**config.mk**
```make
export PLATFORM = sky130hd
export DESIGN_NAME = fetch_top
export DESIGN_NICKNAME = d
export VERILOG_FILES = /design/src/fetch_pkg.sv /design/src/fetch_mem_if.sv /design/src/instr_predecoder.sv /design/src/ifu_mem_ctrl.sv /design/src/ifu.sv /design/src/fetch_top.sv
export VERILOG_INCLUDE_DIRS = /design/src
export SDC_FILE = /design/constraint.sdc
export NUM_CORES = 1
export LEC_CHECK = 0
export CAP_MARGIN = 40
export CORE_MARGIN = 4
export CORE_UTILIZATION = 40
export CTS_BUF_LIST = sky130_fd_sc_hd__clkbuf_4
export DETAILED_ROUTE_END_ITERATION = 7
export DONT_BUFFER_PORTS = 1
export PLACE_DENSITY = 0.57
export SYNTH_ARGS = -nofsm -noshare
export SYNTH_HDL_FRONTEND = slang
export SYNTH_HIERARCHICAL = 1
export SYNTH_SLANG_ARGS = --single-unit
```
**constraint.sdc**
```tcl
create_clock -name clk -period 22.5 [get_ports clk]
set_input_delay 5.625 -clock clk [delete_from_list [all_inputs] [get_ports clk]]
set_output_delay 5.625 -clock clk [all_outputs]
set_load 0.01 [all_outputs]
```
**src/fetch_settings.svh**
```systemverilog
/* fetch stage constants
   reset pc, AXI read id and the width of one fetch window */
`ifndef FETCH_SETTINGS_SVH
`define FETCH_SETTINGS_SVH

// byte address of the first instruction fetched after reset
`define FETCH_BOOT_PC 32'h0000_0000

// AXI read id width and the id placed on arid
`define FETCH_AXI_ID_WIDTH 4
`define FETCH_AXI_ID 2

// two 64-bit beats, four words
`define FETCH_WINDOW_BITS 128

`endif

```
**src/fetch_pkg.sv**
```systemverilog
/* fetch stage types
   pre-decode result and the packet handed to decode */
package fetch_pkg;

  // result of looking at one instruction before it leaves fetch
  typedef struct packed {
    logic        compressed;
    logic        jump;
    logic        br;
    logic        illegal;
    // halfword address of the direct jump target
    logic [31:1] target;
  } predecode_t;

  // one instruction on its way to decode
  typedef struct packed {
    // halfword address of the instruction
    logic [31:1] pc;
    // upper half is zero for compressed instructions
    logic [31:0] instr;
    logic        compressed;
    logic        br;
    logic        illegal;
  } fetch_pkt_t;

endpackage : fetch_pkg

```
**src/fetch_mem_if.sv**
```systemverilog
/* request and response channel between the fetch unit
   and its memory controller */
`timescale 1ns/100ps
`include "fetch_settings.svh"

interface fetch_mem_if;

  logic                          req_valid;
  logic                          req_ready;
  // halfword address, the controller aligns it to the bus
  logic [31:1]                   req_addr;
  logic                          flush;
  logic                          rsp_valid;
  logic                          rsp_ready;
  logic [`FETCH_WINDOW_BITS-1:0] rsp_window;

  modport ifu (
    output req_valid, req_addr, flush, rsp_ready,
    input  req_ready, rsp_valid, rsp_window
  );

  modport ctrl (
    input  req_valid, req_addr, flush, rsp_ready,
    output req_ready, rsp_valid, rsp_window
  );

endinterface : fetch_mem_if

```
**src/instr_predecoder.sv**
```systemverilog
/* instruction pre-decoder
   finds compressed, direct jump, branch and illegal encodings and the jump target */
`timescale 1ns/100ps

module instr_predecoder (
  input  logic [31:0]           instr,
  input  logic [31:1]           pc,
  output fetch_pkg::predecode_t pd
);

  localparam logic [6:0] op_jal    = 7'b1101111;
  localparam logic [6:0] op_branch = 7'b1100011;

  logic        compressed;
  logic        quad1;
  logic [2:0]  c_funct3;
  logic        c_jump;
  logic        c_br;
  logic [31:0] j_imm;
  logic [31:0] cj_imm;
  logic [31:0] imm;

  assign compressed = (instr[1:0] != 2'b11);
  assign quad1      = (instr[1:0] == 2'b01);
  assign c_funct3   = instr[15:13];

  // C.J and C.JAL (RV32 only)
  assign c_jump = quad1 && (c_funct3 == 3'b101 || c_funct3 == 3'b001);
  // C.BEQZ and C.BNEZ
  assign c_br   = quad1 && (c_funct3 == 3'b110 || c_funct3 == 3'b111);

  // J-type immediate, imm[20|10:1|11|19:12]
  assign j_imm = {
    {12{instr[31]}},
    instr[19:12],
    instr[20],
    instr[30:21],
    1'b0
  };

  // CJ-type immediate, offset[11|4|9:8|10|6|7|3:1|5]
  assign cj_imm = {
    {21{instr[12]}},
    instr[8],
    instr[10:9],
    instr[6],
    instr[7],
    instr[2],
    instr[11],
    instr[5:3],
    1'b0
  };

  assign imm = compressed ? cj_imm : j_imm;

  assign pd.compressed = compressed;
  assign pd.jump       = (instr[6:0] == op_jal) || c_jump;
  assign pd.br         = (instr[6:0] == op_branch) || c_br;
  // zero halfword and all-ones word are both defined illegal
  assign pd.illegal    = (instr[15:0] == 16'h0000) || (instr == 32'hffff_ffff);
  assign pd.target     = pc + imm[31:1];

endmodule : instr_predecoder

```
**src/ifu_mem_ctrl.sv**
```systemverilog
/* AXI4 read master for instruction fetch
   each request becomes a two-beat INCR burst returned as one 128-bit window */
`timescale 1ns/100ps
`include "fetch_settings.svh"

module ifu_mem_ctrl (
  input  logic                           clk,
  input  logic                           rst_n,
  fetch_mem_if.ctrl                      mem,

  output logic [`FETCH_AXI_ID_WIDTH-1:0] arid,
  output logic [31:0]                    araddr,
  output logic [7:0]                     arlen,
  output logic [2:0]                     arsize,
  output logic [1:0]                     arburst,
  output logic                           arlock,
  output logic [3:0]                     arcache,
  output logic [2:0]                     arprot,
  output logic [3:0]                     arqos,
  output logic [3:0]                     arregion,
  output logic                           arvalid,
  input  logic                           arready,

  input  logic [`FETCH_AXI_ID_WIDTH-1:0] rid,
  input  logic [63:0]                    rdata,
  input  logic [1:0]                     rresp,
  input  logic                           rlast,
  input  logic                           rvalid,
  output logic                           rready
);

  typedef enum logic [2:0] {
    s_idle,
    s_addr,
    s_data,
    s_hold,
    s_drain
  } state_t;

  state_t                        state;
  logic                          cancel;
  logic                          req_fire;
  logic                          r_beat;
  logic [`FETCH_WINDOW_BITS-1:0] window_q;

  assign req_fire = mem.req_valid && mem.req_ready;
  // only beats carrying our own id count
  assign r_beat   = rvalid && rready && (rid == `FETCH_AXI_ID_WIDTH'(`FETCH_AXI_ID));

  always_ff @(posedge clk or negedge rst_n) begin
    if (!rst_n) begin
      state  <= s_idle;
      cancel <= 1'b0;
    end else begin
      case (state)
        s_idle: begin
          if (req_fire) state <= s_addr;
        end
        s_addr: begin
          // the address handshake has to finish even when flushed
          if (arready) begin
            state  <= (cancel || mem.flush) ? s_drain : s_data;
            cancel <= 1'b0;
          end else if (mem.flush) begin
            cancel <= 1'b1;
          end
        end
        s_data: begin
          if (r_beat && rlast) state <= mem.flush ? s_idle : s_hold;
          else if (mem.flush) state <= s_drain;
        end
        s_hold: begin
          if (mem.flush || mem.rsp_ready) state <= s_idle;
        end
        s_drain: begin
          if (r_beat && rlast) state <= s_idle;
        end
        default: state <= s_idle;
      endcase
    end
  end

  always_ff @(posedge clk) begin
    if (req_fire) araddr <= {mem.req_addr[31:3], 3'b000};
  end

  // beat 0 fills the low half, the rlast beat the high half
  always_ff @(posedge clk) begin
    if (state == s_data && r_beat) begin
      if (rlast) window_q[`FETCH_WINDOW_BITS-1:64] <= rdata;
      else window_q[63:0] <= rdata;
    end
  end

  assign arid     = `FETCH_AXI_ID_WIDTH'(`FETCH_AXI_ID);
  assign arlen    = 8'd1;
  assign arsize   = 3'd3;
  assign arburst  = 2'b01;
  assign arlock   = 1'b0;
  assign arcache  = 4'b0000;
  assign arprot   = 3'b000;
  assign arqos    = 4'b0000;
  assign arregion = 4'b0000;
  assign arvalid  = (state == s_addr);
  assign rready   = (state == s_data) || (state == s_drain);

  assign mem.req_ready  = (state == s_idle);
  assign mem.rsp_valid  = (state == s_hold);
  assign mem.rsp_window = window_q;

endmodule : ifu_mem_ctrl

```
**src/ifu.sv**
```systemverilog
/* instruction fetch unit
   owns the pc, picks the instruction out of each window and registers it for decode */
`timescale 1ns/100ps
`include "fetch_settings.svh"

module ifu (
  input  logic                  clk,
  input  logic                  rst_n,
  input  logic [31:1]           pc_in,
  input  logic                  pc_update,
  fetch_mem_if.ifu              mem,
  output logic                  out_valid,
  input  logic                  out_ready,
  output fetch_pkg::fetch_pkt_t out_pkt
);

  import fetch_pkg::*;

  localparam logic [31:0] boot_pc = `FETCH_BOOT_PC;

  logic [31:1] pc;
  logic [31:1] next_pc;
  logic        req_valid;
  logic        flush_q;
  logic        rsp_fire;
  logic [31:0] instr;
  predecode_t  pd;

  // the window starts on an 8-byte boundary, pc[2:1] is the halfword offset
  assign instr = mem.rsp_window[{pc[2:1], 4'b0000} +: 32];

  instr_predecoder u_predec (
    .instr (instr),
    .pc    (pc),
    .pd    (pd)
  );

  // no response is taken while a redirect is being applied
  assign mem.rsp_ready = (!out_valid || out_ready) && !pc_update && !flush_q;
  assign rsp_fire      = mem.rsp_valid && mem.rsp_ready;

  always_comb begin
    if (pc_update) next_pc = pc_in;
    else if (pd.jump) next_pc = pd.target;
    else next_pc = pc + (pd.compressed ? 31'd1 : 31'd2);
  end

  always_ff @(posedge clk or negedge rst_n) begin
    if (!rst_n) pc <= boot_pc[31:1];
    else if (pc_update || rsp_fire) pc <= next_pc;
  end

  // reset acts like a redirect to the boot pc
  always_ff @(posedge clk or negedge rst_n) begin
    if (!rst_n) flush_q <= 1'b1;
    else flush_q <= pc_update;
  end

  always_ff @(posedge clk or negedge rst_n) begin
    if (!rst_n) begin
      req_valid <= 1'b0;
    end else begin
      if (pc_update) req_valid <= 1'b0;
      else if (flush_q) req_valid <= 1'b1;
      else if (rsp_fire) req_valid <= 1'b1;
      else if (mem.req_ready) req_valid <= 1'b0;
    end
  end

  assign mem.req_valid = req_valid;
  assign mem.req_addr  = pc;
  assign mem.flush     = flush_q;

  always_ff @(posedge clk or negedge rst_n) begin
    if (!rst_n) begin
      out_valid <= 1'b0;
    end else begin
      if (pc_update) out_valid <= 1'b0;
      else if (rsp_fire) out_valid <= 1'b1;
      else if (out_ready) out_valid <= 1'b0;
    end
  end

  always_ff @(posedge clk) begin
    if (rsp_fire) begin
      out_pkt.pc         <= pc;
      out_pkt.instr      <= pd.compressed ? {16'h0000, instr[15:0]} : instr;
      out_pkt.compressed <= pd.compressed;
      out_pkt.br         <= pd.br;
      out_pkt.illegal    <= pd.illegal;
    end
  end

endmodule : ifu

```
**src/fetch_top.sv**
```systemverilog
/* instruction fetch stage top level
   fetch unit plus AXI read master, with plain bus and decode ports */
`timescale 1ns/100ps
`include "fetch_settings.svh"

module fetch_top (
  input  logic                           clk,
  input  logic                           rst_n,
  input  logic [31:1]                    pc_in,
  input  logic                           pc_update,

  output logic [`FETCH_AXI_ID_WIDTH-1:0] arid,
  output logic [31:0]                    araddr,
  output logic [7:0]                     arlen,
  output logic [2:0]                     arsize,
  output logic [1:0]                     arburst,
  output logic                           arlock,
  output logic [3:0]                     arcache,
  output logic [2:0]                     arprot,
  output logic [3:0]                     arqos,
  output logic [3:0]                     arregion,
  output logic                           arvalid,
  input  logic                           arready,

  input  logic [`FETCH_AXI_ID_WIDTH-1:0] rid,
  input  logic [63:0]                    rdata,
  input  logic [1:0]                     rresp,
  input  logic                           rlast,
  input  logic                           rvalid,
  output logic                           rready,

  output logic                           out_valid,
  input  logic                           out_ready,
  output logic [31:1]                    out_pc,
  output logic [31:0]                    out_instr,
  output logic                           out_compressed,
  output logic                           out_br,
  output logic                           out_illegal
);

  import fetch_pkg::*;

  fetch_pkt_t out_pkt;

  fetch_mem_if mem_if ();

  ifu u_ifu (
    .clk       (clk),
    .rst_n     (rst_n),
    .pc_in     (pc_in),
    .pc_update (pc_update),
    .mem       (mem_if.ifu),
    .out_valid (out_valid),
    .out_ready (out_ready),
    .out_pkt   (out_pkt)
  );

  ifu_mem_ctrl u_mem_ctrl (
    .clk, .rst_n,
    .mem (mem_if.ctrl),
    .arid, .araddr, .arlen, .arsize, .arburst, .arlock,
    .arcache, .arprot, .arqos, .arregion, .arvalid, .arready,
    .rid, .rdata, .rresp, .rlast, .rvalid, .rready
  );

  assign out_pc         = out_pkt.pc;
  assign out_instr      = out_pkt.instr;
  assign out_compressed = out_pkt.compressed;
  assign out_br         = out_pkt.br;
  assign out_illegal    = out_pkt.illegal;

endmodule : fetch_top

```
==> out/qor.yml, run 1 <==
finalCritPeriodShare_pct: 32.72
cts.path.max_buffers: 3
postCtsHoldBufs: 0
hold_viol: 0
synth.avg_cell_area_um2: 11.26
hold_class: "flop to flop"
cp_num_buf_inv: 0
final_nets: 1171
fin_tns_setup_ps: 0
drtAntennaViolNets: 0
leakage_nw: 4.561
arrival_ps: 1740
fillers: 2609
worstPathRequired_ps: 16880
ys.warnings.count: 6
max_stage_delay_ps: 520
cts_htree_levels: 2
setup_ws_ps: 15140
path_cells: "or2b_1 > a21oi_1"
ff_latch_area_mm2: 0.006210
critical_path_class: "flop to primary output"
die_height_um: 176.4
syn_inst: 1007
grt_pass1_vias: 7541
antenna_found_initial: 2
tightest_slew_ps: 856.3
place_hpwl_um: 19910
relSlewSlack_pct: 42.76
firstDrtPassIters: 5
die-width_um: 176.4
place_ws_ps: 14590
wirelength_um: 27810
rrSetupSlack_ps: 16980
dpl.cell_count: 1348
multi_input_area_mm2: 0.004705
port_buffers: 0
clock.fmax_mhz: 135.8
grt_overflow_total: 0
rsz0062_at_grt: "no"
gp_congestion: 0.8920
cts_num_sinks: 213
endpoint_kind: "primary output"
cpLargestDelayFamily: "flip-flops"
start_kind: "flop"
drtIter0Drc: 673
drv_cap: 0
crit_fanout: 9
layout-drive-gt1-share_pct: 12.70
initial_core_util_pct: 40.71
synth_area_mm2: 0.01134
clock_skew_ps: 57.00
die_area_mm2: 0.03111
power_density_mw_per_mm2: 80.75
avgViaCountPerCell: 5.494
clock_latency_ps: 680
grt_pass1_wl_um: 42290
rows: 61
area_growth_syn_to_layout_pct: 8.120
power_mw: 0.9901
whs_ps: 577.8
design_area_mm2: 0.01226
drcViolationCount: 0
cts_repair_resize_count: 0
post_cts_buffers: 0
ioPinCount: 242
grt_max_degree: 69
vias: 7922
cts_root_buf: "clkbuf_4"
outcome: "finished, final reports clean"
finalNonFillerCells: 1442
routedWlPerCell_um: 19.29
period_needed_ps: 7362
final_core_util_pct: 44.02
setup_violations: 0
vdd_drop_max_v: 0.00004174
drv_slew: 0
cts_made_buffers: 55
grtUsageTotal_pct: 17.17
crit_slowest_cell: "dfrtp_1"
core-area_mm2: 0.02786
tritoncts: "built"
post_dp_cell_area_mm2: 0.01162
path_clk_slew_ps: 70
report_power, final:
part	total (mW)	switching [mW]	leakage, nW	internal (mW)
Sequential	0.478	0.0280	2.04	0.450
Combinational	0.211	0.129	2.14	0.0823
Clock	0.301	0.152	0.380	0.148
final timing paths:
path,startpoint,endpoint,cells past startpoint
worst min register to register,u_mem_ctrl/cancel,u_mem_ctrl/cancel,2
worst min-delay path,u_mem_ctrl/cancel,u_mem_ctrl/cancel,2
worst max-delay path,u_mem_ctrl/state[1],rready,2
max in group asynchronous,rst_n,u_ifu/mem.flush,0
min in group asynchronous,rst_n,u_ifu/mem.req_addr[19],0
worst max register to register,u_ifu/mem.req_addr[2],u_ifu/mem.req_addr[27],18
sequential cells by signal, summed over array words and instances, names as in the netlist:
name / count
u_mem_ctrl/araddr: 29
u_ifu/mem.req_addr: 31
u_ifu/mem.flush: 1
u_mem_ctrl/mem.rsp_window: 80
u_ifu/out_pkt: 66
u_ifu/mem.req_valid: 1
u_mem_ctrl/cancel: 1
u_ifu/out_valid: 1
u_mem_ctrl/state: 3
worst reg2reg max path, delay by kind of cell (launching register included):
kind	cells	cell delay (ps)
fa+ha+maj	1	500
compound gates	8	1950
mux	1	190
flops	1	340
buf+inv	2	880
xor+xnor	1	160
simple gates	5	1370
cell usage in the layout (no fill, tap or decap), drive strengths merged, types with 3 or more instances in the layout:
cell type / instances
edfxtp: 175
nand2: 113
a21oi: 81
clkbuf: 71
nor2: 50
o21ai: 50
mux2i: 37
dfrtp: 37
conb: 36
ha: 34
xnor2: 29
inv: 29
and3: 26
nand4: 24
and2: 21
o221ai: 21
clkinv: 21
xor2: 20
nand3: 18
mux2: 16
a21o: 16
nor3: 16
buf: 14
a211oi: 9
a31oi: 8
nor4: 8
nand2b: 6
o21a: 5
o41ai: 5
nor2b: 4
o211ai: 4
o21bai: 4
or4: 4
o22ai: 3
or3: 3
and4: 3
a221oi: 3
o31ai: 3
nor4b: 3
routing by layer:
metal / track usage, % / share of wire (%) / vias to the layer above
met5: 0 / 0.047 / -
met3: 6.146 / 8.7 / 45
met4: 5.642 / 2.1 / 2
met1: 23.32 / 45 / 3802
met2: 25.77 / 44 / 302
li1: - / - / 3771
layout make-up:
cell class                      count  share of cell area [%]
Sequential cell                   213                   50.64
Timing Repair Buffer               14                   1.020
Inverter                           29                  0.8980
Antenna cell                        1                 0.02041
Multi-Input combinational cell    714                   38.37
Tap cell                          378                   3.857
Clock inverter                     22                  0.8469
Clock buffer                       71                   4.347
Note: power is estimated with default switching activity, not from simulation.
==> inputs of run 2 (changes only) <==
ABC_AREA = 1   (was not set)
PLACE_DENSITY = 0.59   (was 0.57)
clock period = 6.3 ns   (was 22.5 ns; I/O delays follow)
==> run 2 against run 1 <==
  * First-iteration DRC count grew 2.8%
  * Combinational power grew to 18 times the previous value
  * Clock power grew to 4.0 times the previous value
  * Final cell count grew 40%
  * Worst hold slack lost 33 ps
  * Via count grew 28%
  * Die area grew 9.9%
  * Cell area grew 10%
  * Synthesized cell count grew 55%
  * Sequential share of layout area shrank 4.7 points
==> out/qor.yml, run 2 <==
outcome: "finished, final reports clean"
layout-drive-gt1-share_pct: 10.43
die_area_mm2: 0.03419
leakage_nw: 6.028
crit_fanout: 67
grt_pass1_vias: 9467
final_cell_mix: "nand2_1 (477), nor2_1 (229), edfxtp_1 (175)"
die_height_um: 184.9
avgViaCountPerCell: 5.010
ff_latch_area_mm2: 0.006208
hold_viol: 0
critical_path_class: "flop to flop"
wirelength_um: 33800
final_nets: 1725
mostFrequentLayoutCell: "nand2_1"
crit_slowest_cell: "buf_4"
vias: 10111
fillers: 3119
drtAntennaViolNets: 0
multi_input_area_mm2: 0.005339
whs_ps: 544.6
ys.warnings.count: 6
clock_latency_ps: 740
finalCritPeriodShare_pct: 70.88
core-area_mm2: 0.03075
clock.fmax_mhz: 223.9
drcViolationCount: 0
start_kind: "flop"
grtUsageTotal_pct: 19.08
synth.avg_cell_area_um2: 8.045
vdd_drop_max_v: 0.0001875
path_cells: "buf_4 > o21ai_0 > o22ai_1 > nand2_2 > buf_4 > o21ai_0 > inv_1 > fa_1 > inv_1 > nand3_1 > nand3_1 > nand3_1 > nand3_1 > nand2_1 > nand3_1 > nand2_1 > a21oi_1 > nand2_1 > nand2_1 > o21ai_0"
tritoncts: "built"
cts_htree_levels: 2
setup_ws_ps: 1834
worstPathRequired_ps: 6830
post_cts_buffers: 0
cts.path.max_buffers: 3
grt_max_degree: 68
path_clk_slew_ps: 80
largest_reg_flops: 80
cts_root_buf: "clkbuf_4"
period_needed_ps: 4466
cts_repair_resize_count: 0
drv_cap: 0
max_stage_delay_ps: 490
rsz0062_at_grt: "no"
grt_pass1_wl_um: 51320
port_buffers: 0
area_growth_syn_to_layout_pct: 7.936
postCtsHoldBufs: 0
tightest_slew_ps: 829.8
arrival_ps: 5000
power_density_mw_per_mm2: 511.8
place_hpwl_um: 25100
ioPinCount: 242
cts_made_buffers: 57
place_ws_ps: 1990
power_mw: 6.915
cts_num_sinks: 213
gp_congestion: 0.9413
syn_inst: 1556
drv_slew: 0
initial_core_util_pct: 40.71
firstDrtPassIters: 8
antenna_found_initial: 4
synth_area_mm2: 0.01252
setup_violations: 0
hold_class: "input pin to asynchronous set/reset pin"
endpoint_kind: "flop"
die-width_um: 184.9
rows: 64
routedWlPerCell_um: 16.75
clock_skew_ps: 75.58
drtIter0Drc: 692
grt_overflow_total: 0
relSlewSlack_pct: 44.68
cpMostUsedCell: "nand3_1"
fin_tns_setup_ps: 0
[run 2: final cells by class]
class,count,area share [%]
multi-input combinational,1125,39.51
antenna,1,0.01852
tap,396,3.667
sequential,213,45.95
clock inverter,14,0.5556
clock buffer,85,4.723
timing repair buffer,13,0.8149
inverter,171,4.760
[run 2: path summary, 6_finish.rpt]
path | startpoint | to | slack (ps) | cells after the start
min in group clk | u_mem_ctrl/state[0] | u_mem_ctrl/state[0] | 550 | 2
max | u_ifu/mem.req_addr[1] | u_ifu/mem.req_addr[21] | 1830 | 20
max reg2reg | u_ifu/mem.req_addr[1] | u_ifu/mem.req_addr[21] | 1830 | 20
min reg2reg | u_mem_ctrl/state[0] | u_mem_ctrl/state[0] | 550 | 2
min | rst_n | u_ifu/mem.req_addr[2] | 540 | 0
max in group asynchronous | rst_n | u_ifu/mem.flush | 5540 | 0
[run 2: layer usage]
metal / vias up / GRT usage [%] / share of wire, %
li1: 5068 / - / -
met1: 4607 / 24.79 / 43
met2: 369 / 29.29 / 44
met3: 61 / 7.168 / 9.4
met4: 6 / 6.929 / 2.7
met5: - / 0 / 0.083
[run 2: report_power, final]
part	leakage, nW	internal, mW	switching, mW
Combinational	3.55	1.22	2.60
Sequential	2.05	1.71	0.185
Clock	0.424	0.618	0.582
[run 2: critical path: cells and delay by family (launching register included)]
kind,cells,cell delay [ps]
and+or+nand+nor,10,1020
DFF,1,350
buffers and inverters,4,1040
AOI/OAI and AO/OA,5,1340
adders and majority gates,1,480
[run 2: through the flow]
| stage | instance area, um^2 | std cells | util, % |
|---|---|---|---|
| 2_1_floorplan | 12650 | 1590 | - |
| 3_3_place_gp | 12780 | 1917 | 41.55 |
| 3_5_place_dp | 12800 | 1918 | 41.61 |
| 4_1_cts | 13510 | 2017 | 43.93 |
| 5_1_grt | 13510 | 2018 | 43.94 |
| 6_report | 13510 | 2018 | 43.94 |
==> inputs of run 3 (changes only) <==
clock period = 4.04 ns   (was 6.3 ns; I/O delays follow)
==> run 3 against run 2 <==
  * Via count up 1.8%
  * Count of clock-buffer cells in the layout increased by 1
  * First-iteration DRC count decreased by 18%
  * Highest routed layer unchanged
  * Global-route usage grew 0.74 points
  * Maximum frequency rose by 18%
  * Critical endpoint is now u_ifu/mem.req_addr[27]
  * Setup slack lost 1600 ps
  * Critical path depth did not move
==> out/qor.yml, run 3 (synthesis results as in run 2) <==
ff_latch_area_mm2: 0.006210
cts_root_buf: "clkbuf_4"
final_core_util_pct: 44.79
clock_latency_ps: 730
drcViolationCount: 0
largest_reg_flops: 80
area_growth_syn_to_layout_pct: 10.02
hold_viol: 0
final_cell_mix: "nand2_1 (477), nor2_1 (229), edfxtp_1 (175)"
fin_tns_setup_ps: 0
tightest_slew_ps: 856.9
place_hpwl_um: 26550
vias: 10292
die-width_um: 184.9
grt_max_degree: 65
rows: 64
grt_pass1_vias: 9850
setup_violations: 0
tritoncts: "built"
wirelength_um: 35020
clkPwrFrac_pct: 17.7
path_cells: "buf_12 > o21ai_0 > o22ai_1 > nand2_2 > inv_2 > or2_1 > o21ai_4 > clkinvlp_4 > ha_1 > nand2_1 > nor2_1 > nand2_1 > nor2_1 > nand2_1 > nand4_1 > nand2_1 > a21oi_1 > nand2_1 > nand2_1 > nand2_1"
power_mw: 11.11
cpMostUsedCell: "nand2_1"
multi_input_area_mm2: 0.005344
cts.path.max_buffers: 3
whs_ps: 123.8
port_buffers: 0
internal-power_mw: 5.765
grt_overflow_total: 0
critical_path_class: "flop to flop"
worstPathRequired_ps: 4610
cts_num_sinks: 213
finalCritPeriodShare_pct: 93.64
clock_skew_ps: 54.96
switching_share_pct: 48.10
path_clk_slew_ps: 60
grt_pass1_wl_um: 52960
fillers: 3071
ioPinCount: 242
endpoint_kind: "flop"
drv_cap: 0
firstDrtPassIters: 5
cts_made_buffers: 58
drtAntennaViolNets: 0
outcome: "finished, final reports clean"
die_height_um: 184.9
initial_core_util_pct: 40.71
crit_fanout: 46
crit_slowest_cell: "dfrtp_2"
p_seq_share_pct: 26.9
vdd_drop_max_v: 0.0003814
core-area_mm2: 0.03075
die_area_mm2: 0.03419
drv_slew: 0
clock.fmax_mhz: 264.3
layout-drive-gt1-share_pct: 12.01
power_density_mw_per_mm2: 806.6
leakage_nw: 6.165
grtUsageTotal_pct: 19.81
final_nets: 1745
start_kind: "flop"
antenna_found_initial: 3
relSlewSlack_pct: 42.79
power_frac_comb_pct: 55.4
max_stage_delay_ps: 420
avgViaCountPerCell: 5.033
gp_congestion: 0.8908
p_sw_mw: 5.344
arrival_ps: 4360
rsz0062_at_grt: "yes"
cts_htree_levels: 2
routedWlPerCell_um: 17.13
period_needed_ps: 3783
hold_class: "input pin to asynchronous set/reset pin"
drtIter0Drc: 564
mostFrequentLayoutCell: "nand2_1"
## run 3: cell types whose count changed in the layout (fill, tap and decap cells not counted), sizes merged
cell / change
buf: +18
bufinv: +1
clkbuf: +1
clkinv: +6
clkinvlp: +3
inv: -2
## run 3: area by class of cell
| type | instances | share of cell area, % |
|---|---|---|
| multi-input combinational | 1125 | 38.80 |
| sequential | 213 | 45.09 |
| timing repair buffer | 31 | 2.135 |
| clock inverter | 21 | 0.9084 |
| inverter | 171 | 4.715 |
| tap | 396 | 3.597 |
| timing repair inverter | 1 | 0.05451 |
| antenna | 1 | 0.01817 |
| clock buffer | 86 | 4.688 |
## run 3: power groups by stage
| stage | combinational [mW] | sequential (mW) | clock [mW] |
|---|---|---|---|
| final | 6.16 | 2.99 | 1.96 |
| after global routing | 6.97 | 3.02 | 2.16 |
| after CTS | 6.11 | 2.99 | 2.05 |
| after detailed placement | 6.07 | 3.03 | 0 |
| after global placement | 6.00 | 3.02 | 0 |
| after floorplan | 4.54 | 2.91 | 0 |
## run 3: metrics by stage
stage / cells / cell area (um^2) / setup slack [ps]
floorplan: 1590 / 12660 / 191.7
global placement: 1934 / 12930 / 190.8
detailed placement: 1935 / 12950 / 172.5
CTS: 2043 / 13750 / 109.0
global route: 2045 / 13770 / -23.02
finish: 2045 / 13770 / 256.7
## run 3: path summary, 6_finish.rpt
kind | cells after the start | slack (ps) | from | end
setup reg to reg | 20 | 260 | u_ifu/mem.req_addr[1] | u_ifu/mem.req_addr[27]
setup / recovery | 20 | 260 | u_ifu/mem.req_addr[1] | u_ifu/mem.req_addr[27]
max in group asynchronous | 1 | 3660 | rst_n | u_ifu/mem.req_addr[14]
min in group clk | 0 | 320 | pc_update | u_ifu/mem.flush
hold / removal | 1 | 120 | rst_n | u_mem_ctrl/state[2]
hold reg to reg | 2 | 550 | u_mem_ctrl/state[0] | u_mem_ctrl/state[0]
## run 3: layer usage
layer  share of wire, %  GRT usage, %  up-vias
met4                2.5         6.312        4
met2                 46         32.50      386
met5              0.091             0        -
met3                8.5         6.265       56
li1                   -             -     5117
met1                 43         25.08     4729
## run 3: what timing repair did
| item | in CTS | in global routing |
|---|---|---|
| endpoints found under the hold margin | 37 | 0 |
| resized for setup | 0 | 7 |
| buffers inserted | 0 | 0 |
| hold buffers | 1 | 0 |
| endpoints found under the setup margin | 0 | 15 |
## run 3: worst max-delay path: cells and delay by family, from the launching register on
family	cells	cell delay (ps)
simple gates	12	1620
fa+ha+maj	1	400
flops	1	420
buf+inv	3	520
compound gates	4	650
